## src/hw/acc_consts.svh

```systemverilog
`ifndef ACC_CONSTS_SVH
`define ACC_CONSTS_SVH

// Memory port widths.
`define ACC_ADDR_WIDTH 32
`define ACC_DATA_WIDTH 64
`define ACC_TAG_WIDTH 16

// Queue sizing.
`define ACC_QTD_WIDTH 16
`define ACC_MAX_OUTSTANDING 8

// Tag of the completion record write.
`define ACC_DONE_TAG {`ACC_TAG_WIDTH{1'b1}}

`endif

```

## src/hw/queue_counter.sv

```systemverilog
`timescale 1ns/1ps
`include "acc_consts.svh"

module queue_counter (
  input  logic                      clk,
  input  logic                      rst,
  input  logic                      load,
  input  logic [`ACC_QTD_WIDTH-1:0] qtd,
  input  logic                      issue,
  input  logic                      line_out,
  input  logic                      wr_ack,
  output logic                      can_issue,
  output logic                      reads_left_zero,
  output logic                      all_acked,
  output logic [`ACC_QTD_WIDTH-1:0] lines_written
);

  localparam int CREDIT_W = $clog2(`ACC_MAX_OUTSTANDING) + 1;

  logic [`ACC_QTD_WIDTH-1:0] qtd_q;
  logic [`ACC_QTD_WIDTH-1:0] reads_left;
  logic [`ACC_QTD_WIDTH:0]   acks;
  logic [CREDIT_W-1:0]       credits;
  logic                      credit_ret;

  // Lines arriving after an accelerator reset hold no credit.
  assign credit_ret = line_out && (credits != '0);

  always_ff @(posedge clk) begin
    if (rst) begin
      qtd_q      <= '0;
      reads_left <= '0;
      credits    <= '0;
      acks       <= '0;
    end else if (load) begin
      qtd_q      <= qtd;
      reads_left <= qtd;
      credits    <= '0;
      acks       <= '0;
    end else begin
      if (issue)
        reads_left <= reads_left - 1'b1;
      if (issue && !credit_ret)
        credits <= credits + 1'b1;
      else if (!issue && credit_ret)
        credits <= credits - 1'b1;
      if (wr_ack)
        acks <= acks + 1'b1;
    end
  end

  assign reads_left_zero = (reads_left == '0);
  assign can_issue       = !reads_left_zero && (credits < CREDIT_W'(`ACC_MAX_OUTSTANDING));
  // Data acks first, then one more for the completion record.
  assign all_acked       = (acks == {1'b0, qtd_q} + 1'b1);
  assign lines_written   = (acks > {1'b0, qtd_q}) ? qtd_q : acks[`ACC_QTD_WIDTH-1:0];

  a_credit_limit: assert property (@(posedge clk) disable iff (rst)
    credits <= CREDIT_W'(`ACC_MAX_OUTSTANDING));

endmodule

```

## config.mk

```make
export PLATFORM = sky130hd
export DESIGN_NAME = queue_counter
export DESIGN_NICKNAME = d
export VERILOG_FILES = /design/src/hw/queue_counter.sv
export VERILOG_INCLUDE_DIRS = /design/src /design/src/hw
export SDC_FILE = /design/constraint.sdc
export NUM_CORES = 1
export LEC_CHECK = 0
export BUFFER_PORTS_ARGS = -buffer_cell sky130_fd_sc_hd__buf_2
export CAP_MARGIN = 20
export CORE_UTILIZATION = 43
export DETAILED_ROUTE_END_ITERATION = 16
export SETUP_SLACK_MARGIN = 0.2
export SLEW_MARGIN = 30
export SYNTH_ARGS = -nofsm -noshare
export SYNTH_HDL_FRONTEND = slang
export SYNTH_SLANG_ARGS = --single-unit
export TNS_END_PERCENT = 1
```

## constraint.sdc

```tcl
create_clock -name clk -period 5.8 [get_ports clk]
set_input_delay 0.29 -clock clk [delete_from_list [all_inputs] [get_ports clk]]
set_output_delay 0.29 -clock clk [all_outputs]
set_load 0.01 [all_outputs]
```

# After elaboration in Yosys (flattened, before gate mapping)
# Cells that the tools add are included.
totals:
  regBits: 53
  latchBits: 0
  ramBits: 0
  mem_bits_ro: 0
  inputBits: 22
  output_inout_bits: 19
  elab_cells: 29
  n_memories: 0
op_classes:
  add_sub_neg: 5
  mul: 0
  div: 0
  n_lt_le_gt_ge: 2
  eq_ne: 1
  n_shift: 0
  muxes: 5
  n_bitwise: 0
  reduce_logical: 12
op_table:
  columns: ["cell", "n"]
  rows:
  - ["$mux 16", 3]
  - ["$add 16x1->17 const B", 1]
  - ["$add 17x1->17 const B", 1]
  - ["$eq 17x17->1", 1]
  - ["$gt 17x16->1", 1]
  - ["$logic_not 16->1", 1]
  - ["$sub 16x1->16 const B", 1]
  - ["$mux 4", 2]
  - ["$add 4x1->4 const B", 1]
  - ["$logic_and 1x1->1", 4]
  - ["$lt 4x4->1 const B", 1]
  - ["$reduce_bool 2->1", 2]
  - ["$reduce_bool 4->1", 1]
  - ["$sub 4x1->4 const B", 1]
  - ["$logic_not 1->1", 3]
  - ["$reduce_or 2->1", 1]

# Depth between registers and ports, before layout
depth:
  ltp_word: 5
  depth_mapped: 10
  mapped_depth_nobuf: 9

# Worst setup path before layout
# OpenSTA, ideal clock, no wires.
synth_path:
  kind: "flip-flop to output port"
  from: "reg qtd_q[4]"
  to: "out lines_written[10]"
  t_arrival_ps: 2517
  required_ps: 5510
  slack_ps: 2993
  path_stages_with_launch: 9
  path_cell_list: "dfxtp_1 clkbuf_1 inv_1 ha_1 nand2_1 or4_1 o221ai_1 buf_2 mux2_2"
synth_between:
  elab_chain_cells: 2
synth_rtl:
  columns: ["item", "line_no", "text"]
  rows:
  - ["start: declaration", "queue_counter.sv:20", "logic [`ACC_QTD_WIDTH-1:0] qtd_q;"]
  - ["start signal: assignment", "queue_counter.sv:36", "qtd_q <= qtd;"]
  - ["$gt 17x16->1", "queue_counter.sv:56", "assign lines_written = (acks > {1'b0, qtd_q}) ? qtd_q : acks[`ACC_QTD_WIDTH-1:0];"]
  - ["$mux 16", "queue_counter.sv:56", null]
  - ["end: declaration", "queue_counter.sv:15", "output logic [`ACC_QTD_WIDTH-1:0] lines_written"]
# No other way between the ends.

# Final worst setup path
layout_path:
  from: "reg qtd_q[10]"
  to: "out lines_written[8]"
# The elaborated chain is that of the path after synthesis.

==> reports/results.ini <==
[logic_synthesis]
synth_cell_types=47
synth_top_area_share_pct=31.0
syn_nets=462
syn_inst=416
syn_area_per_cell_sq_um=8.23
ys_async_sr_fraction_pct=0
synth_largest_area_cell=dfxtp_1
ys.flop_type=dfxtp_1
synth_edf_count=0
yosysWarnings=0
synth_seq_area_share_pct=31.0
synthesis.area_sq_um=3420
synth_area_leaders=dfxtp_1, ha_1, nor2_1
synth_seq_cells=53

[cells_and_area]
diodes=0
area_growth_pct=10.9
layout_commonest_cell=nor2_1
nFillCells=773
fin_nets=495
drive_gt1_share_pct=15.1
final_cell_mix=nor2_1, dfxtp_1, buf_2, nand2_1, xor2_1
post-route-util_pct=49.1

[global_route]
grt_pass1_vias=2837
grt_pass1_wl_mm=13.9
grt_usage_pct=20.9
antenna_found_initial=0
grt_max_degree=34
grt_remaining_overflow=0

[clocking]
clk_latency_ps=310
cts_resized=0
clock_path_buffers=2
post_cts.repair.setup_buffers=0
cts.sinks=53
holdBufCountCts=0
h-tree-depth=2
clk_pin_slew_worst_paths_ps=100
numCtsBuffers=5
cts-root-buf=clkbuf_8
cts_tree=yes

[worst_setup_path]
slowest_delay_ps=630
crit_type=flop to primary output
critical-path-top-delay-family=simple AND/OR/NAND/NOR gates
worstPathCellList=inv_1, ha_1, nand4_1, or4_1, o221ai_2, buf_4, mux2_2, buf_2
crit_path_max_fanout=11
critPathRequiredTime_ps=5510
crit_path_top_delay_cell=o221ai_2
critPathBufInv=3
cp.arrival_ps=3280
critPathLaunchType=flop
endpoint_kind=primary output

[pwr]
seqPwrFrac_pct=52.4
switching_share_pct=30.6
power_leakage_nw=1.65
power.internal_mw=0.539
combPwrFrac_pct=19.5
p_switching_mw=0.237
clkPwrFrac_pct=28.1
powerDensity_nw_per_um2=205
ir_drop_uv=94.7

[sta]
hold_viol_final=0
slew-limit-headroom_pct=39.7
rsz0062_at_grt=false
period_share_pct=61.5
period_needed_ps=3570
setup_viol=0
holdWs_ps=231
fmax_mhz=280
clock_skew_ps=5.92
maxSlewViolCount=0
tns_ps=0
worstMarginPinSlew_ps=896

[route]
drc_errors=0
vias_per_cell=5.34
drt_iter0_drc=85
num_vias=2948
post_drt_wl_per_cell_um=15.0
wirelength_mm=8.29
first_pass_iters=6
ant_nets=0

[floorplan]
ios=41
die_w_um=91.2
num_rows=32
start_util_pct=44.3
fp.dieH_um=91.2
die-area_sq_um=8320
core-area_sq_um=7730

[placement]
place_congestion=0.843
io_buffers=40
dp_hpwl_mm=6.14

[run]
drv_cap=0

[run_status]
status=finished, final reports clean

[worst_hold_path]
hp-class=input pin to flop

synthesized netlist by cell type (all sizes together), types with 2 or more instances:
cell type  instances
nand3             15
clkbuf            14
nand4              7
xnor2             22
nor2              59
or3                4
a21o               4
nor4b              3
nor3               9
nand2             33
a31oi              5
or4b               3
dfxtp             53
xor2              25
o211ai             2
mux2i             18
nor4               7
ha                23
mux2              14
and2               2
a211oi             4
and4               2
a21oi             23
nor2b              2
o21ai              9
or4                3
and3               5
inv               23
nand2b             8
o22ai              2
cells by family after synthesis:
kind of cell | after synthesis | share of synthesized area [%]
flip-flops | 53 | 31.0
XOR/XNOR | 47 | 12.0
adder cells (fa/ha/maj) | 24 | 8.99
AO/OA/AOI/OAI | 55 | 9.65
multiplexers | 32 | 9.86
buffers and inverters | 38 | 4.20
AND/OR/NAND/NOR | 167 | 24.3
stage by stage:
stage          total power, mW  setup WS (ps)  cell area, sq um  instances
2_1_floorplan            0.524           2990              3420        416
3_3_place_gp             0.563           2590              3700        543
3_5_place_dp             0.566           2560              3710        544
4_1_cts                  0.785           2190              3800        552
5_1_grt                  0.822           2060              3800        552
6_report                 0.776           2230              3800        552
sequential cells by signal (all words and copies together), names as in the netlist:
signal / count
acks: 17
credits: 4
qtd_q: 16
reads_left: 16
worst paths after layout:
path | from | to | slack (ps) | depth (start not counted)
worst max register to register | reads_left[7] | reads_left[15] | 3350 | 5
worst min register to register | reads_left[15] | reads_left[15] | 530 | 2
worst min-delay path | qtd[7] | qtd_q[7] | 230 | 3
worst max-delay path | qtd_q[10] | lines_written[8] | 2230 | 8
worst min-delay path, cell delays in order:
cell,delay [ps]
buf_2,90
mux2i_1,60
nor2_1,70
layer usage:
layer	global-route usage (%)	vias up	routed length [um]
li1	-	1511	-
met1	28.4	1383	4090
met2	34.5	45	3850
met3	3.02	9	223
met4	5.69	0	128
met5	0	-	0
power groups by stage:
stage | logic (mW) | registers [mW] | clock network, mW
floorplan | 0.117 | 0.407 | 0
global placement | 0.149 | 0.415 | 0
detailed placement | 0.151 | 0.415 | 0
CTS | 0.152 | 0.407 | 0.226
global route | 0.172 | 0.411 | 0.239
finish | 0.151 | 0.407 | 0.218
cell type report:
type / instances / area [sq um] / area share, %
timing repair buffer: 41 / 208 / 5.47
clock buffer: 6 / 72.6 / 1.91
sequential: 53 / 1060 / 27.9
inverter: 23 / 86.3 / 2.27
tap: 102 / 128 / 3.36
multi-input combinational: 325 / 2230 / 58.6
clock inverter: 2 / 15.0 / 0.396
(Power assumes the default switching activity.)
