$ cat config.mk
export PLATFORM = sky130hd
export DESIGN_NAME = acc_ctrl
export DESIGN_NICKNAME = d
export VERILOG_FILES = /design/src/hw/acc_pkg.sv /design/src/hw/acc_ctrl.sv
export VERILOG_INCLUDE_DIRS = /design/src /design/src/hw
export SDC_FILE = /design/constraint.sdc
export NUM_CORES = 1
export LEC_CHECK = 0
export CELL_PAD_IN_SITES_DETAIL_PLACEMENT = 0
export CELL_PAD_IN_SITES_GLOBAL_PLACEMENT = 1
export CORE_AREA = 3 3 149 151
export CTS_CLUSTER_DIAMETER = 80
export DETAILED_ROUTE_END_ITERATION = 8
export DIE_AREA = 0 0 152 154
export DONT_BUFFER_PORTS = 1
export HOLD_SLACK_MARGIN = 0.1
export PLACE_DENSITY_LB_ADDON = 0.1
export SLEW_MARGIN = 15
export SYNTH_ARGS = -nofsm -noshare
export SYNTH_HDL_FRONTEND = slang
export SYNTH_SLANG_ARGS = --single-unit
$ cat constraint.sdc
create_clock -name clk -period 3.84 [get_ports clk]
set_clock_uncertainty 0.2 [all_clocks]
set_input_delay 0.384 -clock clk [delete_from_list [all_inputs] [get_ports clk]]
set_output_delay 0.384 -clock clk [all_outputs]
set_load 0.01 [all_outputs]
$ cat src/hw/acc_consts.svh
`ifndef ACC_CONSTS_SVH
`define ACC_CONSTS_SVH

// Memory port widths.
`define ACC_ADDR_WIDTH 32
`define ACC_DATA_WIDTH 64
`define ACC_TAG_WIDTH 16

// Queue sizing.
`define ACC_QTD_WIDTH 16
`define ACC_MAX_OUTSTANDING 8

// Tag of the completion record write.
`define ACC_DONE_TAG {`ACC_TAG_WIDTH{1'b1}}

`endif

$ cat src/hw/acc_pkg.sv
`include "acc_consts.svh"

package acc_pkg;

  typedef struct packed {
    logic [`ACC_ADDR_WIDTH-1:0] addr;
    logic [`ACC_TAG_WIDTH-1:0]  tag;
  } rd_req_t;

  typedef struct packed {
    logic [`ACC_DATA_WIDTH-1:0] data;
    logic [`ACC_ADDR_WIDTH-1:0] addr;
    logic [`ACC_TAG_WIDTH-1:0]  tag;
  } wr_req_t;

  // Tag is the line index, so responses may come back in any order.
  typedef struct packed {
    logic [`ACC_DATA_WIDTH-1:0] data;
    logic [`ACC_TAG_WIDTH-1:0]  tag;
  } rd_resp_t;

  typedef struct packed {
    logic [`ACC_ADDR_WIDTH-1:0] in_addr;
    logic [`ACC_QTD_WIDTH-1:0]  qtd;
    logic [`ACC_ADDR_WIDTH-1:0] out_addr;
  } acc_conf_t;

  typedef struct packed {
    logic                      busy;
    logic                      done;
    logic [`ACC_QTD_WIDTH-1:0] lines_written;
  } acc_status_t;

endpackage

$ cat src/hw/acc_ctrl.sv
`timescale 1ns/1ps
`include "acc_consts.svh"

module acc_ctrl (
  input  logic                       clk,
  input  logic                       rst,
  input  logic                       start,
  input  logic [1:0]                 conf_valid,
  input  acc_pkg::acc_conf_t         conf,
  output logic                       rd_en,
  output acc_pkg::rd_req_t           rd_req,
  input  logic                       rd_available,
  output logic                       done_en,
  output acc_pkg::wr_req_t           done_req,
  input  logic                       done_available,
  output logic                       issue,
  input  logic                       can_issue,
  input  logic                       reads_left_zero,
  input  logic                       all_acked,
  input  logic [`ACC_DATA_WIDTH-1:0] checksum,
  output logic [`ACC_ADDR_WIDTH-1:0] out_addr,
  output acc_pkg::acc_status_t       status,
  input  logic [`ACC_QTD_WIDTH-1:0]  lines_written
);

  typedef enum logic [2:0] {
    st_idle, st_read, st_drain, st_record, st_wait_ack, st_done
  } state_t;

  state_t                     state;
  logic [`ACC_ADDR_WIDTH-1:0] in_addr;
  logic [`ACC_QTD_WIDTH-1:0]  qtd;
  logic [`ACC_QTD_WIDTH-1:0]  idx;
  logic                       rd_avail_q;
  logic                       done_avail_q;
  logic                       settled;

  // Configuration is accepted only between runs.
  assign settled = (state == st_idle) || (state == st_done);

  always_ff @(posedge clk) begin
    if (settled && conf_valid[0]) begin
      in_addr <= conf.in_addr;
      qtd     <= conf.qtd;
    end
    if (settled && conf_valid[1])
      out_addr <= conf.out_addr;
  end

  always_ff @(posedge clk) begin
    if (rst) begin
      rd_avail_q   <= 1'b0;
      done_avail_q <= 1'b0;
    end else begin
      rd_avail_q   <= rd_available;
      done_avail_q <= done_available;
    end
  end

  // ========================================
  // Sequencer.
  // ========================================
  always_ff @(posedge clk) begin
    if (rst) begin
      state <= st_idle;
      idx   <= '0;
    end else begin
      case (state)
        st_idle, st_done: begin
          if (start) begin
            state <= st_read;
            idx   <= '0;
          end
        end
        st_read: begin
          if (rd_en)
            idx <= idx + 1'b1;
          if (reads_left_zero)
            state <= st_drain;
        end
        // Record waits for every data ack so it lands after the last line.
        st_drain:    if (lines_written == qtd) state <= st_record;
        st_record:   if (done_en) state <= st_wait_ack;
        st_wait_ack: if (all_acked) state <= st_done;
        default:     state <= st_idle;
      endcase
    end
  end

  assign rd_en       = (state == st_read) && rd_avail_q && can_issue;
  assign issue       = rd_en;
  assign rd_req.addr = in_addr + (`ACC_ADDR_WIDTH'(idx) << 3);
  assign rd_req.tag  = `ACC_TAG_WIDTH'(idx);

  assign done_en       = (state == st_record) && done_avail_q;
  assign done_req.data = checksum;
  assign done_req.addr = out_addr + (`ACC_ADDR_WIDTH'(qtd) << 3);
  assign done_req.tag  = `ACC_DONE_TAG;

  assign status.busy          = !settled;
  assign status.done          = (state == st_done);
  assign status.lines_written = lines_written;

  a_rd_in_read: assert property (@(posedge clk) disable iff (rst)
    rd_en |-> (state == st_read) && !reads_left_zero);

endmodule

; Word level (Yosys, flattened, before mapping)
; Cells that the tools add are included.
[totals]
regBits = 101
latch_bits = 0
mem_bits_rw = 0
mem_bits_ro = 0
inputBits = 170
out_inout_bits = 213
n_memories = 0
[classes]
add_sub_neg = 3
multipliers = 0
div_mod_pow = 0
n_lt_le_gt_ge = 0
eq_ne = 12
shift = 0
muxes = 9
n_bitwise = 0
n_reduce_logical = 12
[ops]
columns = operator, n
row1 = $add A32 B19 Y32, 2
row2 = $mux W16, 2
row3 = $pmux W16 S2, 1
row4 = $add A16 B1 Y16 const B, 1
row5 = $eq A16 B16 Y1, 1
row6 = $mux W3, 5
row7 = $pmux W3 S5, 1
row8 = $ne A2 B2 Y1 const B, 6
row9 = $eq A3 B2 Y1 const B, 2
row10 = $eq A3 B3 Y1 const B, 2
row11 = $logic_and A1 B1 Y1, 5
row12 = $reduce_and A5 Y1, 1
row13 = $eq A3 B1 Y1 const B, 1
row14 = $logic_not A3 Y1, 1
row15 = $reduce_and A3 Y1, 1
row16 = $reduce_bool A2 Y1, 1
row17 = $reduce_or A2 Y1, 1
row18 = $logic_not A1 Y1, 1
row19 = $logic_or A1 B1 Y1, 1

; Longest topological paths before layout
; Gate-level depths: netlist of the first run.
[depth]
ltp_word = 5
mapped_depth = 9
depth_no_buf = 9

; Least setup slack after synthesis of the first run
; No wires, ideal clock.
[synth_path]
path_kind = reg-to-output
from = register out_addr[4]
to = output port done_req[40] (netlist bit)
t_arrival_ns = 2.301
setup_slack_ns = 0.955
path_stages_with_launch = 9
n_path_buf = 0
cell_sequence = edfxtp_1 -> ha_1 -> a211o_1 -> a21oi_2 -> a21oi_2 -> a31o_4 -> a311o_2 -> nand4_1 -> xnor2_1
[synth_rtl]
columns = element, line_no
row1 = from (decl), acc_ctrl.sv:21  ; output logic [`ACC_ADDR_WIDTH-1:0] out_addr,
row2 = from (signal assigned), acc_ctrl.sv:47  ; out_addr <= conf.out_addr;
row3 = to (decl), acc_ctrl.sv:14  ; output acc_pkg::wr_req_t done_req,

==> results of run 1 <==
[metal layers]
| layer | share of wire | up-vias |
|---|---|---|
| li1 | - | 2048 |
| met1 | 0.35 | 2037 |
| met2 | 0.52 | 167 |
| met3 | 0.10 | 49 |
| met4 | 0.029 | 0 |
| met5 | 0 | - |
[timing repair]
item,in CTS,in global routing
endpoints found under the setup margin,0,1
hold buffers,85,0
hold endpoints to repair,85,0
buffers inserted,0,0
gates resized for setup,0,1
[through the flow]
step                cells  instance area [um2]
global placement      787                 5970
floorplan             616                 6370
global route          888                 7120
finish                888                 7120
CTS                   888                 7110
detailed placement    787                 5970
[kinds of logic after synthesis]
| logic type | after synthesis | share of synthesized area |
|---|---|---|
| fa+ha+maj | 35 | 0.0717 |
| other cells | 1 | 0.000594 |
| flops | 101 | 0.447 |
| xor+xnor | 78 | 0.108 |
| compound gates | 116 | 0.118 |
| buf+inv | 121 | 0.133 |
| simple gates | 148 | 0.120 |
| mux | 1 | 0.00159 |
[area by class of cell]
class	instances	area, um2
well taps	275	344
clock inverters	6	60.1
repair buffers	90	901
fillers	2152	13800
flip-flops and latches	101	2820
multi-input cells	394	2720
inverters	12	45.0
clock buffers	10	229
[worst paths after layout]
check / cells past startpoint / slack [ps] / to
worst max-delay path: 9 / 260 / done_req[37]
worst min-delay path: 2 / 370 / idx[9]
worst max register to register: 4 / 1310 / in_addr[0]
worst min register to register: 2 / 380 / state[2]
[state kept, by name, indices dropped and copies added, names as in the netlist]
signal	flops
in_addr	32
out_addr	32
idx	16
qtd	16
state	3
done_avail_q	1
rd_avail_q	1
[synthesized netlist by cell type (3+ instances only)]
cell      number  area [um2]
a211o_1        3        26.3
nand3_1       23         115
nor4_1         5        31.3
xnor2_1       36         315
ha_1          33         413
xor2_1        42         368
o21bai_1       7        52.6
a21oi_2        3        26.3
nand4_1        7        43.8
a21o_1        11        82.6
edfxtp_1      80        2400
buf_4        103         773
dfxtp_1       21         420
and3_1        13        81.3
o21ai_0       18        90.1
or3_1          4        25.0
a211oi_1       8        60.1
nor3_1         6        30.0
clkbuf_1       5        18.8
and4_1         4        35.0
nand2_1       34         128
nor2_1        32         120
inv_1         12        45.0
o21ai_1        3        15.0
nor3b_1        3        22.5
a21oi_1       44         220
o21a_1         3        22.5
nor2b_1        7        43.8
[worst max-delay path, cell delays in order (launching register included)]
cell,delay [ps]
edfxtp_1,460
ha_1,280
fa_1,440
a211oi_1,340
o211ai_1,150
nand3_1,190
o21bai_1,140
a21oi_1,280
nor2_1,90
xor2_1,290
[power breakdown]
group | internal (uW) | switching, uW | leakage, uW
sequential | 1480 | 258 | 0.000932
combinational | 530 | 938 | 0.00163
clock | 505 | 407 | 0.000142
total | 2510 | 1600 | 0.00271
[cells in the final DEF (no fill, tap or decap), drive strengths merged, types with 4 or more instances in the layout]
cell / count
nor4: 5
nand3: 23
buf: 5
a21oi: 47
conb: 16
nor3: 6
and4: 5
inv: 14
dfxtp: 21
nand2: 34
nor2b: 7
or3: 4
o21ai: 22
clkbuf: 10
a21o: 12
a211oi: 9
xor2: 42
dlygate4sd3: 85
o21bai: 7
nor2: 32
and3: 14
nand4: 8
edfxtp: 80
xnor2: 36
ha: 33
==> impl_metrics.csv, run 1 <==
group,metric,value,unit
cts,clk_pin_slew,70,ps
synthesis,syn_area,6310,um2
routing,dr.pass1.iters,4,
pwr,power_leakage,0.00271,uW
cts,clock_latency,350,ps
grt,first_global_vias,4448,
sta,setup_viol,0,
synthesis,ys_ff_latch,101,
floorplanning,boundaryPins,383,
floorplanning,fp.coreArea,21000,um2
synthesis,synthFlopType,"edfxtp_1",
sta,slew_headroom,0.411,
setup_path,critPathLaunch,"out_addr[3]",
floorplanning,rows,53,
sta,rsz0062_at_grt,"false",
floorplanning,dieArea,23400,um2
grt,use_met1,0.162,
finish,n_antenna_cell,0,
synthesis,synth.distinct_cells,53,
synthesis,ys_seq_area_frac,0.447,
sta,tightest_slew,883,ps
routing,vias,4301,
finish,final_nets,813,
grt,busiest_layer,"met2",
sta,period_needed,3580,ps
setup_path,crit_required,3260,ps
placed_design,gp_congestion,0.833,
setup_path,endpoint_kind,"output pin",
cts,clock_path_buffers,2,
floorplanning,initial_utilization,0.301,
floorplanning,dieHeight,154,um
grt,grt_pass1_wl,28100,um
cts,numCtsBuffers,9,
sta,drv_slew,0,
synthesis,async_flop_share,0,
placed_design,place_hpwl,15200,um
hold_path,hold_start,"start",
setup_path,cp_max_fo,3,
grt,use_met3,0.0813,
pwr,p_per_area,578,nW/um2
placed_design,portBuffers,0,
cts,cts_tree,"built",
pwr,peakVddDrop,0.191,mV
routing,drc,0,
cts,cts_sinks,101,
outcome,status,"finished clean",
routing,avgRoutedWirePerCell,21.5,um
routing,drt_iter0_markers,210,
setup_path,start_kind,"flip-flop",
job,drv_cap,0,
grt,track_usage,0.158,
sta,fin_setup_tns,0,ps
finish,post-route-util,0.340,
synthesis,yosysWarnings,0,
routing,postRouteAntennaNets,0,
grt,grt.met2_usage,0.277,
synthesis,synth-edff-count,80,
setup_path,worstSetupPathType,"flip-flop to output pin",
sta,report.final.hold_viol_count,0,
finish,final_layout_size_suffix_gt1_frac,0.0555,
grt,overflow,0,
setup_path,r2r-start,"state[2]",
sta,max_clock_freq,279,MHz
sta,min_period_over_period,0.934,
cts,ctsRootBufferMaster,"clkbuf_16",
pwr,total_power,4110,uW
sta,holdWs,368,ps
routing,viasPerCell,4.84,
sta,layout_setup_ws,255,ps
grt,grt_max_degree,33,
floorplanning,die_width,152,um
hold_path,hp-class,"primary input to flip-flop",
routing,drt-total-wl,19100,um
setup_path,cp.arrival,3000,ps
finish,syn_to_final_growth,12.7,%
cts,htreeDepth,3,
placed_design,pre_cts_ws,593,ps
synthesis,postSynthAreaPerCell,10.5,um2
synthesis,synth_cells,601,
grt,antenna_found_initial,0,
Power figures use the tool's default switching activity.
==> run 2: changes to the inputs <==
Settings changed: CORE_AREA 3 3 149 151 to 3 3 147 149, DIE_AREA 0 0 152 154 to 0 0 150 152.
Clock period 3.84 ns to 4.2 ns, I/O delays scaled along.
==> run 2 against run 1 <==
Routed wire length shrank 3.3%. Utilization grew 0.89 points. Power shrank 8.0%. Global-route usage is essentially flat. Hold slack lost 250 ps. Combinational power shrank 10%. Worst setup slack gained 350 ps. Cell area shrank 0.58%. Sequential cell count is the same. Via count shrank 0.44%. Non-clock buffer count shrank 4. Clock-buffer cell count shrank 1. Largest power group unchanged. Highest routed layer unchanged.
==> impl_metrics.csv, run 2 (synthesis gave the netlist of run 1 again) <==
group,metric,value,unit
hold_path,hold_start,"all_acked",
routing,dr.pass1.iters,4,
floorplanning,rows,52,
routing,drt_iter0_markers,204,
sta,rsz0062_at_grt,"false",
sta,min_period_over_period,0.855,
sta,fin_setup_tns,0,ps
cts,cts_sinks,101,
hold_path,hold_path_depth,2,
setup_path,cp.arrival,2970,ps
routing,avgRoutedWirePerCell,21.0,um
routing,postRouteAntennaNets,0,
placed_design,portBuffers,0,
pwr,power_leakage,0.00267,uW
finish,final_common_cell,"dlygate4sd3_1",
routing,vias,4282,
finish,final_layout_size_suffix_gt1_frac,0.0525,
finish,final_cell_count_no_fill,879,
grt,overflow,0,
hold_path,hp-class,"primary input to flip-flop",
grt,first_global_vias,4531,
outcome,status,"finished clean",
cts,ctsRootBufferMaster,"clkbuf_16",
setup_path,start_kind,"flip-flop",
cts,cts_setup_buffers,0,
cts,cts_tree,"built",
pwr,peakVddDrop,0.222,mV
grt,grt.met2_usage,0.288,
grt,track_usage,0.158,
setup_path,rr_worst_depth,4,
routing,drt-total-wl,18500,um
sta,slew_headroom,0.444,
setup_path,critPathSlowestCell,"edfxtp_1",
grt,use_met3,0.0623,
setup_path,r2r-start,"state[2]",
setup_path,cp_max_fo,6,
grt,grt_max_degree,33,
cts,clock_path_buffers,2,
grt,antenna_found_initial,0,
routing,viasPerCell,4.87,
finish,final_cell_mix,"dlygate4sd3_1, edfxtp_1, a21oi_1, xor2_1, xnor2_1",
sta,max_clock_freq,278,MHz
job,drv_cap,0,
floorplanning,fp.coreArea,20300,um2
grt,busiest_layer,"met2",
floorplanning,initial_utilization,0.311,
setup_path,endpoint_kind,"output pin",
setup_path,worstSetupPathType,"flip-flop to output pin",
sta,drv_slew,0,
cts,clock_latency,350,ps
cts,numCtsBuffers,9,
setup_path,worst_path_most_repeated_cell,"a21oi_2",
sta,tightest_slew,833,ps
grt,grt_pass1_wl,27300,um
setup_path,r2r_setup_slack,1600,ps
cts,clk_pin_slew,70,ps
placed_design,dp_cells,779,
finish,n_antenna_cell,0,
setup_path,crit_chain,"ha_1, a211o_1, a21oi_2, a21oi_2, a31o_4, a311o_2, nand3_1, xnor2_1",
routing,drc,0,
setup_path,r2r_end,"in_addr[29]",
floorplanning,dieArea,22800,um2
grt,use_met1,0.156,
sta,holdWs,119,ps
placed_design,place_hpwl,14700,um
setup_path,crit_required,3580,ps
placed_design,gp_congestion,0.812,
floorplanning,die_width,150,um
hold_path,min_to,"state[0]",
cts,htreeDepth,3,
sta,setup_viol,0,
sta,period_needed,3590,ps
finish,reg.largest.list,"in_addr: 32 flops, out_addr: 32 flops",
pwr,p_per_area,535,nW/um2
setup_path,max_stage_delay,520,ps
finish,final_nets,809,
floorplanning,boundaryPins,383,
sta,report.final.hold_viol_count,0,
pwr,total_power,3780,uW
finish,syn_to_final_growth,12.0,%
floorplanning,dieHeight,152,um
[run 2: worst max path at each step]
stage                      startpoint           end  slack [ps]  cells after the start
final                     out_addr[4]  done_req[44]         610                      8
after global routing           idx[2]    rd_req[46]         340                      8
after CTS                      idx[2]    rd_req[46]         530                      8
after detailed placement       idx[2]    rd_req[46]         950                      8
after global placement    out_addr[4]  done_req[44]        1010                      8
after floorplan           out_addr[4]  done_req[40]        1280                      8
[run 2: area by class of cell]
cell class	instances	area, um2
fill	2087	13200
sequential	101	2820
multi-input combinational	394	2710
timing repair buffer	86	856
tap	270	338
clock buffer	9	225
clock inverter	7	80.1
inverter	12	45.0
[run 2: metrics by stage]
step                setup slack [ps]  cell area [um2]   util
floorplan                       1280             6370      -
global placement                1010             5930  0.292
detailed placement               949             5930  0.292
CTS                              529             7080  0.349
global route                     343             7080  0.349
finish                           607             7080  0.349
[run 2: where the power goes]
part	switching, uW	internal (uW)	leakage (uW)	total (uW)
clock	398	471	0.000150	869
sequential	246	1350	0.000932	1590
combinational	845	475	0.00159	1320
[run 2: metal layers]
metal,part of all wire,vias to the layer above
met3,0.087,60
met2,0.53,165
met1,0.35,2011
met5,0,-
li1,-,2046
met4,0.034,0
[run 2: timing repair]
item / in CTS / in global routing
hold buffers: 84 / 0
resized for setup: 0 / 0
hold endpoints to repair: 85 / 0
[run 2: worst max-delay path, delay by kind of cell, from the launching register on]
family	cells	cell delay, ps
AOI/OAI and AO/OA	5	1370
adders and majority gates	1	370
xor gates and xnor gates	1	250
and+or+nand+nor	1	120
DFF	1	520
