File: config.mk
export PLATFORM = sky130hd
export DESIGN_NAME = acc_datapath
export DESIGN_NICKNAME = d
export VERILOG_FILES = /design/src/hw/acc_pkg.sv /design/src/hw/acc_datapath.sv
export VERILOG_INCLUDE_DIRS = /design/src /design/src/hw
export SDC_FILE = /design/constraint.sdc
export NUM_CORES = 1
export LEC_CHECK = 0
export BUFFER_PORTS_ARGS = -buffer_cell sky130_fd_sc_hd__buf_2
export CAP_MARGIN = 0
export CORE_AREA = 5 5 243 245
export CTS_CLUSTER_SIZE = 8
export DETAILED_ROUTE_END_ITERATION = 12
export DIE_AREA = 0 0 248 250
export PLACE_DENSITY = 0.65
export SLEW_MARGIN = 20
export SYNTH_ARGS = -nofsm -noshare
export SYNTH_HDL_FRONTEND = slang
export SYNTH_SLANG_ARGS = --single-unit
export TNS_END_PERCENT = 10
File: constraint.sdc
create_clock -name clk -period 9.7 [get_ports clk]
set_input_delay 0.97 -clock clk [delete_from_list [all_inputs] [get_ports clk]]
set_output_delay 0.97 -clock clk [all_outputs]
set_load 0.05 [all_outputs]
File: src/hw/acc_consts.svh
`ifndef ACC_CONSTS_SVH
`define ACC_CONSTS_SVH

// Memory port widths.
`define ACC_ADDR_WIDTH 32
`define ACC_DATA_WIDTH 64
`define ACC_TAG_WIDTH 16

// Queue sizing.
`define ACC_QTD_WIDTH 16
`define ACC_MAX_OUTSTANDING 8

// Tag of the completion record write.
`define ACC_DONE_TAG {`ACC_TAG_WIDTH{1'b1}}

`endif

File: src/hw/acc_pkg.sv
`include "acc_consts.svh"

package acc_pkg;

  typedef struct packed {
    logic [`ACC_ADDR_WIDTH-1:0] addr;
    logic [`ACC_TAG_WIDTH-1:0]  tag;
  } rd_req_t;

  typedef struct packed {
    logic [`ACC_DATA_WIDTH-1:0] data;
    logic [`ACC_ADDR_WIDTH-1:0] addr;
    logic [`ACC_TAG_WIDTH-1:0]  tag;
  } wr_req_t;

  // Tag is the line index, so responses may come back in any order.
  typedef struct packed {
    logic [`ACC_DATA_WIDTH-1:0] data;
    logic [`ACC_TAG_WIDTH-1:0]  tag;
  } rd_resp_t;

  typedef struct packed {
    logic [`ACC_ADDR_WIDTH-1:0] in_addr;
    logic [`ACC_QTD_WIDTH-1:0]  qtd;
    logic [`ACC_ADDR_WIDTH-1:0] out_addr;
  } acc_conf_t;

  typedef struct packed {
    logic                      busy;
    logic                      done;
    logic [`ACC_QTD_WIDTH-1:0] lines_written;
  } acc_status_t;

endpackage

File: src/hw/acc_datapath.sv
`timescale 1ns/1ps
`include "acc_consts.svh"

module acc_datapath (
  input  logic                       clk,
  input  logic                       rst,
  input  logic                       clear,
  input  logic                       resp_valid,
  input  acc_pkg::rd_resp_t          resp,
  input  logic [`ACC_ADDR_WIDTH-1:0] out_addr,
  output logic                       wr_en,
  output acc_pkg::wr_req_t           wr_req,
  input  logic                       wr_available,
  output logic                       line_out,
  output logic [`ACC_DATA_WIDTH-1:0] checksum
);

  localparam int DEPTH = `ACC_MAX_OUTSTANDING;
  localparam int PTR_W = $clog2(DEPTH);
  localparam int CNT_W = PTR_W + 1;

  acc_pkg::rd_resp_t mem [DEPTH];
  acc_pkg::rd_resp_t head;
  logic [PTR_W-1:0]  wr_ptr;
  logic [PTR_W-1:0]  rd_ptr;
  logic [CNT_W-1:0]  count;
  logic              empty;
  logic              full;
  logic              avail_q;

  assign empty = (count == '0);
  assign full  = (count == CNT_W'(DEPTH));
  assign head  = mem[rd_ptr];

  // Pop when the write arbiter offered space last cycle.
  assign wr_en    = !empty && avail_q;
  assign line_out = wr_en;

  // Output line goes to the same index in the output queue.
  assign wr_req.data = head.data;
  assign wr_req.addr = out_addr + (`ACC_ADDR_WIDTH'(head.tag) << 3);
  assign wr_req.tag  = head.tag;

  always_ff @(posedge clk) begin
    if (rst) begin
      wr_ptr  <= '0;
      rd_ptr  <= '0;
      count   <= '0;
      avail_q <= 1'b0;
    end else begin
      avail_q <= wr_available;
      if (resp_valid)
        wr_ptr <= wr_ptr + 1'b1;
      if (wr_en)
        rd_ptr <= rd_ptr + 1'b1;
      count <= count + CNT_W'(resp_valid) - CNT_W'(wr_en);
    end
  end

  always_ff @(posedge clk) begin
    if (resp_valid)
      mem[wr_ptr] <= resp;
  end

  always_ff @(posedge clk) begin
    if (rst || clear)
      checksum <= '0;
    else if (resp_valid)
      checksum <= checksum ^ resp.data;
  end

  // Read credits bound the lines in flight to the FIFO depth.
  a_no_overflow: assert property (@(posedge clk) disable iff (rst) resp_valid |-> !full);

endmodule

======== After elaboration in Yosys (flattened, before gate mapping) ========
Memory sizes are Yosys's and may differ from the RTL's. A register that Yosys moved wholly into a read port is not among the register bits.
Index checks and enable logic that the tools add are counted.
operators by class
  multipliers ............................. 0
  add/subtract/negate cells ............... 5
  div/mod/pow operators ................... 0
  reductions and logical operators ........ 4
  bitwise operators ....................... 1
  $lt $le $gt $ge ......................... 0
  muxes and demuxes ....................... 4
  equal/unequal tests ..................... 0
  shifts and indexed selects .............. 0
operator list
  operator                                                        count
  64-bit bitwise XOR                                              1
  32-bit by 19-bit adder with 32-bit output                       1
  3-bit by 1-bit adder with 3-bit output (second input constant)  2
  3-bit 2-to-1 mux                                                2
  4-bit by 1-bit adder with 4-bit output                          1
  4-bit zero test                                                 1
  4-bit by 1-bit subtractor with 4-bit output                     1
  1-bit 2-to-1 mux                                                2
  1-bit logical AND                                               1
  1-bit zero test                                                 1
  1-bit logical OR                                                1
word-level totals
  ROM bits ................................ 0
  input bits .............................. 117
  memories ................................ 1
  output and inout port bits .............. 178
  latch bits .............................. 0
  bits in writable memories ............... 640
  bits in registers ....................... 75
memories
  name  depth  bits a word  read ports  clocked after memory_dff  write ports  line                source
  mem   8      80           1           1                         1            acc_datapath.sv:22  acc_pkg::rd_resp_t mem [DEPTH];

======== Logic depth before layout (Yosys ltp) ========
Gate-level depths: netlist of the first run.
  word-level depth ........................ 5
  gate-level depth with buffers ........... 13
  depth with buffers taken out ............ 10

======== Worst setup path before layout of the first run ========
OpenSTA, ideal clock, no wires.
  path kind ............................... input to register
  from .................................... input resp_valid
  to ...................................... memory mem[4][0] (netlist bit) (enable)
  data required time ...................... 9.083 ns
  cell stages on the path ................. 4
  setup slack ............................. 2.037 ns
  buffers on the path ..................... 2
  arrival time ............................ 7.047 ns
  path through ............................ clkbuf_1 -> clkbuf_1 -> nand2_1 -> nor3_1
on the way
  cells in the longest elaborated chain, start to end .. 2
RTL lines
  item                                    line                source
  start: declaration                      acc_datapath.sv:8   input logic resp_valid,
  1-bit 2-to-1 mux                        acc_datapath.sv:61  if (resp_valid)
  1-bit 2-to-1 mux (implied by the code)  acc_datapath.sv:62  mem[wr_ptr] <= resp;
  end: declaration                        acc_datapath.sv:22
Every way passes these cells.

==> load_flow_metrics.sql, run 1 <==
INSERT INTO impl_metrics (metric_group, metric, value, unit) VALUES
('status', 'outcome', 'completed', ''),
('place', 'io_buffers', '288', ''),
('die', 'chipWidth', '248', 'µm'),
('timing', 'timing.final.crit_share', '63.55', '%'),
('clocking', 'total_number_of_clock_tree_sinks', '718', ''),
('die', 'number_of_primary_i_o_pins', '295', ''),
('synth', 'seq_area_frac_synth', '74.41', '%'),
('run', 'max_cap_viol_count', '0', ''),
('routing', 'detailedRoute.firstPassIterationCount', '5', ''),
('finish', 'final-instance-count-excl-fill', '2589', ''),
('clocking', 'max-clock-path-buffers', '3', ''),
('critical_path', 'timing.critical_path.required', '8.73', 'ns'),
('timing', 'hold_ws', '0.5037', 'ns'),
('clocking', 'cts_resized', '0', ''),
('timing', 'report.final.hold_viol_count', '0', ''),
('die', 'site_row_count', '88', ''),
('synth', 'post_synth_inst_count', '1399', ''),
('timing', 'timing.max_slew.rel_slack', '27.84', '%'),
('die', 'floorplan.die.height', '250', 'µm'),
('synth', 'syn_nets', '1541', ''),
('routing', 'initialDrtViolationCount', '819', ''),
('critical_path', 'timing.critical_path.arrival', '5.19', 'ns'),
('hold_path', 'timing.hold.worst.class', 'flop to flop', ''),
('timing', 'setup_total_negative_slack', '0', 'ns'),
('timing', 'fmaxAchievable', '0.1622', 'GHz'),
('timing', 'maxSlewViolCount', '0', ''),
('global_route', 'grt_first_pass_wirelength', '89730', 'µm'),
('finish', 'antennaDiodeCount', '0', ''),
('timing', 'unrepaired_setup_endpoints_after_global_routing', 'no', ''),
('finish', 'nNetsFinal', '1890', ''),
('die', 'die_area', '62000', 'µm²'),
('global_route', 'grt_antenna_before_repair', '1', ''),
('synth', 'syn_area', '27930', 'µm²'),
('clocking', 'cts_tree', 'done', ''),
('clocking', 'cts-root-buf', 'clkbuf_16', ''),
('power', 'irDropWorstVdd', '186.2', 'µV'),
('routing', 'drc', '0', ''),
('timing', 'skew', '0.01136', 'ns'),
('timing', 'minimum_clock_period_after_layout', '6.164', 'ns'),
('synth', 'yosysUniqueCellTypes', '41', ''),
('global_route', 'number_of_global_route_vias_before_repair', '15180', ''),
('synth', 'dominantRegCellSynth', 'edfxtp_1', ''),
('global_route', 'gr-usage-all-layers', '19.04', '%'),
('clocking', 'post_cts_hold_buffer_count', '0', ''),
('finish', 'fillers', '4288', ''),
('clocking', 'clkSlewWorstSetupHoldPaths', '0.05', 'ns'),
('critical_path', 'start_kind', 'flop', ''),
('die', 'placeable_core_region', '56920', 'µm²'),
('timing', 'tightestPinTransition', '1.082', 'ns'),
('finish', 'multiInputGateArea', '6862', 'µm²'),
('routing', 'via_to_cell_ratio', '5.412', ''),
('finish', 'final_layout_size_suffix_gt1_share', '37.06', '%'),
('global_route', 'total_congestion_overflow_after_global_routing', '0', ''),
('clocking', 'inserted_clock_buffers', '99', ''),
('critical_path', 'startpoint_to_endpoint_class_of_the_critical_path', 'flop to primary output', ''),
('die', 'start_util', '49.06', '%'),
('routing', 'antenna_left', '0', ''),
('finish', 'area_growth_from_synthesis_to_final_layout', '18.74', '%'),
('routing', 'vias', '14010', ''),
('critical_path', 'timing.critical_path.fanout_max', '35', ''),
('synth', 'syn_area_per_cell', '19.96', 'µm²'),
('synth', 'synthArstFlopShare', '0', '%'),
('place', 'detailed_place_hpwl', '33740', 'µm'),
('routing', 'routed_wl', '58840', 'µm'),
('timing', 'setup_viol', '0', ''),
('finish', 'final_core_util', '58.26', '%'),
('power', 'power.leakage', '11.37', 'nW'),
('synth', 'total_of_flip_flops_plus_latches_after_synthesis', '718', ''),
('synth', 'ys_warn_count', '0', ''),
('routing', 'drt-wirelength-per-cell', '22.73', 'µm'),
('clocking', 'post-cts-setup-buffer-count', '0', ''),
('finish', 'regArea', '20790', 'µm²'),
('place', 'numPlacedInstances', '2412', ''),
('clocking', 'insertion_delay', '0.63', 'ns'),
('global_route', 'largest_net_degree_at_the_start_of_global_routing', '69', ''),
('critical_path', 'critPathCaptureType', 'primary output', ''),
('clocking', 'cts_htree_levels', '3', ''),
('power', 'power_per_cell_area', '243.3', 'nW/µm²'),
('place', 'gpl.final_weighted_congestion', '0.7717', ''),
('synth', 'count_of_flip_flops_with_a_built_in_enable_after_synthesis', '640', '');
path summary, 6_finish.rpt:
path              cells past startpoint                       from  slack, ns                        end
setup / recovery                     13                       flop       3.54                 wr_req[33]
hold / removal                        2  checksum[13]$_SDFFE_PP0P_       0.50  checksum[13]$_SDFFE_PP0P_
setup reg to reg                     10        count[2]$_SDFF_PP0_       7.19        count[2]$_SDFF_PP0_
hold reg to reg                       2  checksum[13]$_SDFFE_PP0P_       0.50  checksum[13]$_SDFFE_PP0P_
report_power, final:
group | leakage [nW] | internal (mW) | switching [mW]
registers | 6.45 | 3.46 | 0.0470
logic | 3.57 | 0.489 | 0.933
clock network | 1.36 | 1.91 | 1.23
total | 11.4 | 5.86 | 2.21
cell usage after synthesis (2+ instances only):
cell type  instances  share of area, %
nor2b_1            2             0.045
a211oi_1           2             0.054
ha_1              23               1.0
o21ai_1            5             0.090
mux4_2           160                13
a21oi_1           17              0.30
o21ai_0            8              0.14
inv_1              8              0.11
o21a_1             2             0.054
xnor2_1           22              0.69
xor2_1            74               2.3
edfxtp_1         640                69
fa_1               2              0.14
o211ai_1           4              0.11
clkbuf_1          30              0.40
nand2b_1           4             0.090
dfxtp_1           78               5.6
a21o_1             2             0.054
nand3_1            4             0.072
nand4_1            4             0.090
nor3_1             3             0.054
buf_4             14              0.38
and3_1             5              0.11
mux2_2            80               3.2
buf_2              9              0.16
and2_1             3             0.067
buf_1             13              0.17
mux2i_1            2             0.072
a31oi_1            2             0.045
nand2_1           81               1.1
nor2_1            86               1.2
layer usage:
metal | share of wire, % | up-vias | GRT usage (%)
li1 | - | 6248 | -
met1 | 41 | 7328 | 25.00
met2 | 51 | 369 | 32.31
met3 | 6.5 | 65 | 4.273
met4 | 1.7 | 2 | 5.231
met5 | 0.019 | - | 0
sequential cells by signal, indices dropped and copies added, names as in the netlist, named ones only:
signal    count
mem         640
checksum     64
count         4
rd_ptr        3
wr_ptr        3
avail_q       1
critical path, cell delays in order, from the launching register on:
cell,delay (ns)
dfxtp_4,0.64
buf_16,0.32
buf_4,0.64
mux4_2,0.60
mux2_2,0.29
ha_1,0.25
fa_1,0.45
a211oi_1,0.27
o21a_1,0.24
a21bo_4,0.17
nand2_1,0.08
a21oi_1,0.17
xnor2_1,0.14
buf_2,0.28
stage by stage:
step	instance area, µm²	worst slack [ns]	power (mW)
after floorplan	27930	2.037	4.671
final	33160	3.536	8.069
after global placement	30270	3.851	4.993
after global routing	33160	3.106	8.401
after CTS	33160	3.347	8.163
after detailed placement	30300	4.041	5.015
placed cells by master, fill, tap and decap left out, types with 2 or more instances in the layout:
master,netlist,routed
xnor2_1,22,22
clkbuf_1,30,72
clkinv_16,0,2
ha_1,23,23
a21o_1,2,2
dfxtp_4,0,3
o21a_1,2,2
edfxtp_1,640,640
inv_6,0,2
nor3_2,0,2
mux2_2,80,80
mux2i_1,2,2
nor2b_1,2,2
fa_1,2,2
buf_2,9,288
dfxtp_1,78,75
a31oi_1,2,2
inv_1,8,8
nand4_1,4,4
nand2_1,81,81
o21ai_1,5,5
xor2_1,74,74
a211oi_1,2,2
mux4_2,160,160
a21oi_1,17,17
nor2_4,0,6
o21ai_0,8,8
o211ai_1,4,4
nor2_1,86,80
nand2b_1,4,4
and3_1,5,5
clkbuf_16,0,99
buf_4,14,25
and2_1,3,3
nand3_1,4,4
inv_16,0,2
logic make-up after synthesis:
group                      after synthesis  synth area share [%]
buffers and inverters                   74                 1.223
DFF                                    718                 74.41
adders and majority gates               25                 1.174
and+or+nand+nor                        195                 2.845
muxes                                  242                 16.20
xor gates and xnor gates                96                 3.011
AOI/OAI and AO/OA                       49                 1.142
cell type report:
type	instances	area share, %
Inverter	8	0.09055
Multi-Input combinational cell	607	20.69
Clock inverter	6	0.3547
Sequential cell	718	62.70
Clock buffer	171	8.286
Tap cell	765	2.886
Timing Repair Buffer	314	4.995
No activity file was read; power rests on OpenSTA's default activity.
==> inputs of run 2 (changes only) <==
- PLACE_DENSITY: 0.65 -> 0.68
- clock period: 9.7 -> 4.95 ns (I/O delays scaled with it)
==> load_flow_metrics.sql, run 2 (synthesis results as in run 1) <==
INSERT INTO impl_metrics (metric_group, metric, value, unit) VALUES
('timing', 'setup_viol', '0', ''),
('die', 'start_util', '49.06', '%'),
('clocking', 'insertion_delay', '0.63', 'ns'),
('die', 'floorplan.die.height', '250', 'µm'),
('place', 'post-place-ws', '0.8310', 'ns'),
('routing', 'initialDrtViolationCount', '856', ''),
('timing', 'tightestPinTransition', '1.032', 'ns'),
('timing', 'fmaxAchievable', '0.2184', 'GHz'),
('status', 'outcome', 'completed', ''),
('power', 'power.net_switching', '4.291', 'mW'),
('clocking', 'clkSlewWorstSetupHoldPaths', '0.05', 'ns'),
('critical_path', 'worstPathCellList', 'buf_16 -> mux4_2 -> mux2_2 -> ha_1 -> a21oi_1 -> a21oi_1 -> a21bo_4 -> o31ai_4 -> nand4_1 -> xnor2_1 -> buf_2', ''),
('finish', 'area_growth_from_synthesis_to_final_layout', '19.05', '%'),
('clocking', 'post_cts_hold_buffer_count', '0', ''),
('power', 'irDropWorstVdd', '429.2', 'µV'),
('place', 'io_buffers', '288', ''),
('place', 'postPlaceCellArea', '30360', 'µm²'),
('timing', 'worst_slack', '0.3708', 'ns'),
('clocking', 'max-clock-path-buffers', '3', ''),
('hold_path', 'holdCritStartpoint', 'wr_available', ''),
('global_route', 'total_congestion_overflow_after_global_routing', '0', ''),
('timing', 'report.final.hold_viol_count', '0', ''),
('critical_path', 'timing.critical_path.arrival', '4.08', 'ns'),
('timing', 'setup_total_negative_slack', '0', 'ns'),
('run', 'max_cap_viol_count', '0', ''),
('routing', 'vias', '14080', ''),
('routing', 'antenna_left', '0', ''),
('die', 'number_of_primary_i_o_pins', '295', ''),
('finish', 'final_layout_size_suffix_gt1_share', '37.20', '%'),
('critical_path', 'start_kind', 'flop', ''),
('finish', 'flip_flop_count_of_the_largest_register_after_layout', '640', ''),
('finish', 'fillers', '4252', ''),
('hold_path', 'timing.hold.worst.class', 'primary input to flop', ''),
('clocking', 'cts_tree', 'done', ''),
('global_route', 'grt_first_pass_wirelength', '90060', 'µm'),
('timing', 'timing.final.crit_share', '92.51', '%'),
('critical_path', 'crit_path_max_incr_delay', '0.54', 'ns'),
('critical_path', 'crit_path_top_delay_cell', 'dfxtp_4', ''),
('timing', 'timing.max_slew.rel_slack', '31.01', '%'),
('finish', 'biggestRegsByFlops', 'mem (640), checksum (64), count (4)', ''),
('power', 'power.combinational.fraction', '17.8', '%'),
('global_route', 'grt_antenna_before_repair', '5', ''),
('clocking', 'cts-root-buf', 'clkbuf_16', ''),
('timing', 'hold_ws', '0.1104', 'ns'),
('timing', 'minimum_clock_period_after_layout', '4.579', 'ns'),
('timing', 'unrepaired_setup_endpoints_after_global_routing', 'no', ''),
('finish', 'mostFrequentLayoutCells', 'edfxtp_1, buf_2, mux4_2', ''),
('global_route', 'number_of_global_route_vias_before_repair', '15190', ''),
('critical_path', 'cp_top_family', 'compound AO/OA/AOI/OAI gates', ''),
('power', 'power_per_cell_area', '476.2', 'nW/µm²'),
('critical_path', 'path_buf_inv', '2', ''),
('finish', 'post_route_cell_area', '33250', 'µm²'),
('die', 'chipWidth', '248', 'µm'),
('critical_path', 'timing.critical_path.fanout_max', '14', ''),
('power', 'power.switching_fraction', '27.10', '%'),
('routing', 'via_to_cell_ratio', '5.423', ''),
('die', 'placeable_core_region', '56920', 'µm²'),
('global_route', 'largest_net_degree_at_the_start_of_global_routing', '69', ''),
('finish', 'top_register', 'mem', ''),
('critical_path', 'reg2reg_from', 'count[2]$_SDFF_PP0_', ''),
('routing', 'drc', '0', ''),
('power', 'clock_power_share', '38.9', '%'),
('routing', 'detailedRoute.firstPassIterationCount', '5', ''),
('finish', 'layout.cells.most_common', 'edfxtp_1', ''),
('critical_path', 'worst_path_most_repeated_cell', 'a21oi_1', ''),
('place', 'detailed_place_hpwl', '33780', 'µm'),
('place', 'gpl.final_weighted_congestion', '0.8315', ''),
('power', 'power.leakage', '11.40', 'nW'),
('power', 'seq_power_share', '43.3', '%'),
('critical_path', 'timing.critical_path.required', '4.45', 'ns'),
('timing', 'skew', '0.02276', 'ns'),
('routing', 'drt-wirelength-per-cell', '22.74', 'µm'),
('clocking', 'total_number_of_clock_tree_sinks', '718', ''),
('clocking', 'cts_htree_levels', '3', ''),
('power', 'cell_internal_pwr', '11.54', 'mW'),
('routing', 'routed_wl', '59020', 'µm'),
('timing', 'maxSlewViolCount', '0', ''),
('die', 'die_area', '62000', 'µm²'),
('clocking', 'inserted_clock_buffers', '99', ''),
('finish', 'nNetsFinal', '1894', ''),
('die', 'site_row_count', '88', ''),
('critical_path', 'startpoint_to_endpoint_class_of_the_critical_path', 'flop to primary output', ''),
('global_route', 'gr-usage-all-layers', '19.11', '%'),
('critical_path', 'critPathCaptureType', 'primary output', '');
[run 2: repair_timing]
action / 4_1_cts / 5_1_grt
buffers inserted: 0 / 1
hold endpoints to repair: 0 / 0
endpoints found under the setup margin: 0 / 13
gates resized for setup: 0 / 0
[run 2: power by group through the flow]
stage          sequential [mW]  clock (mW)  combinational [mW]
2_1_floorplan             7.03           0                2.12
3_3_place_gp              6.98           0                2.80
3_5_place_dp              6.99           0                2.82
4_1_cts                   6.88        6.29                2.83
5_1_grt                   6.87        6.59                3.01
6_report                  6.86        6.15                2.81
[run 2: final timing paths]
path | endpoint | cells past startpoint | slack [ns]
hold / removal | avail_q$_SDFF_PP0_ | 2 | 0.11
setup reg to reg | count[2]$_SDFF_PP0_ | 10 | 2.29
setup / recovery | wr_req[43] | 11 | 0.37
hold reg to reg | checksum[43]$_SDFFE_PP0P_ | 2 | 0.51
[run 2: per-layer routing]
layer / vias up / GRT usage, % / wire length [µm] / share of wire (%)
met4: 2 / 4.946 / 885 / 1.5
met3: 74 / 4.423 / 3845 / 6.5
li1: 6270 / - / - / -
met5: - / 0 / 13 / 0.022
met1: 7299 / 25.64 / 24710 / 42
met2: 433 / 31.88 / 29570 / 50
[run 2: area by class of cell]
class / count / area, µm² / share of cell area [%]
Tap cell: 765 / 957.2 / 2.879
Sequential cell: 718 / 20790 / 62.53
Antenna cell: 3 / 7.507 / 0.02258
Timing Repair Buffer: 318 / 1737 / 5.223
Inverter: 8 / 30.03 / 0.09031
Clock inverter: 4 / 61.31 / 0.1844
Multi-Input combinational cell: 607 / 6868 / 20.66
Clock buffer: 173 / 2798 / 8.414
[run 2: worst register-to-register path: cells and delay by family, from the launching register on]
family,cells,cell delay [ns]
adders and majority gates,4,1.12
AOI/OAI and AO/OA,1,0.73
DFF,1,0.31
buffers and inverters,3,0.18
xor gates and xnor gates,1,0.14
and+or+nand+nor,1,0.06
[run 2: stage by stage]
stage               total power, mW  cells  utilization [%]
floorplan                     9.154   1399                -
global placement              9.778   2415            53.33
detailed placement            9.812   2415            53.33
CTS                           16.00   2592            58.35
global route                  16.48   2593            58.40
finish                        15.83   2596            58.41
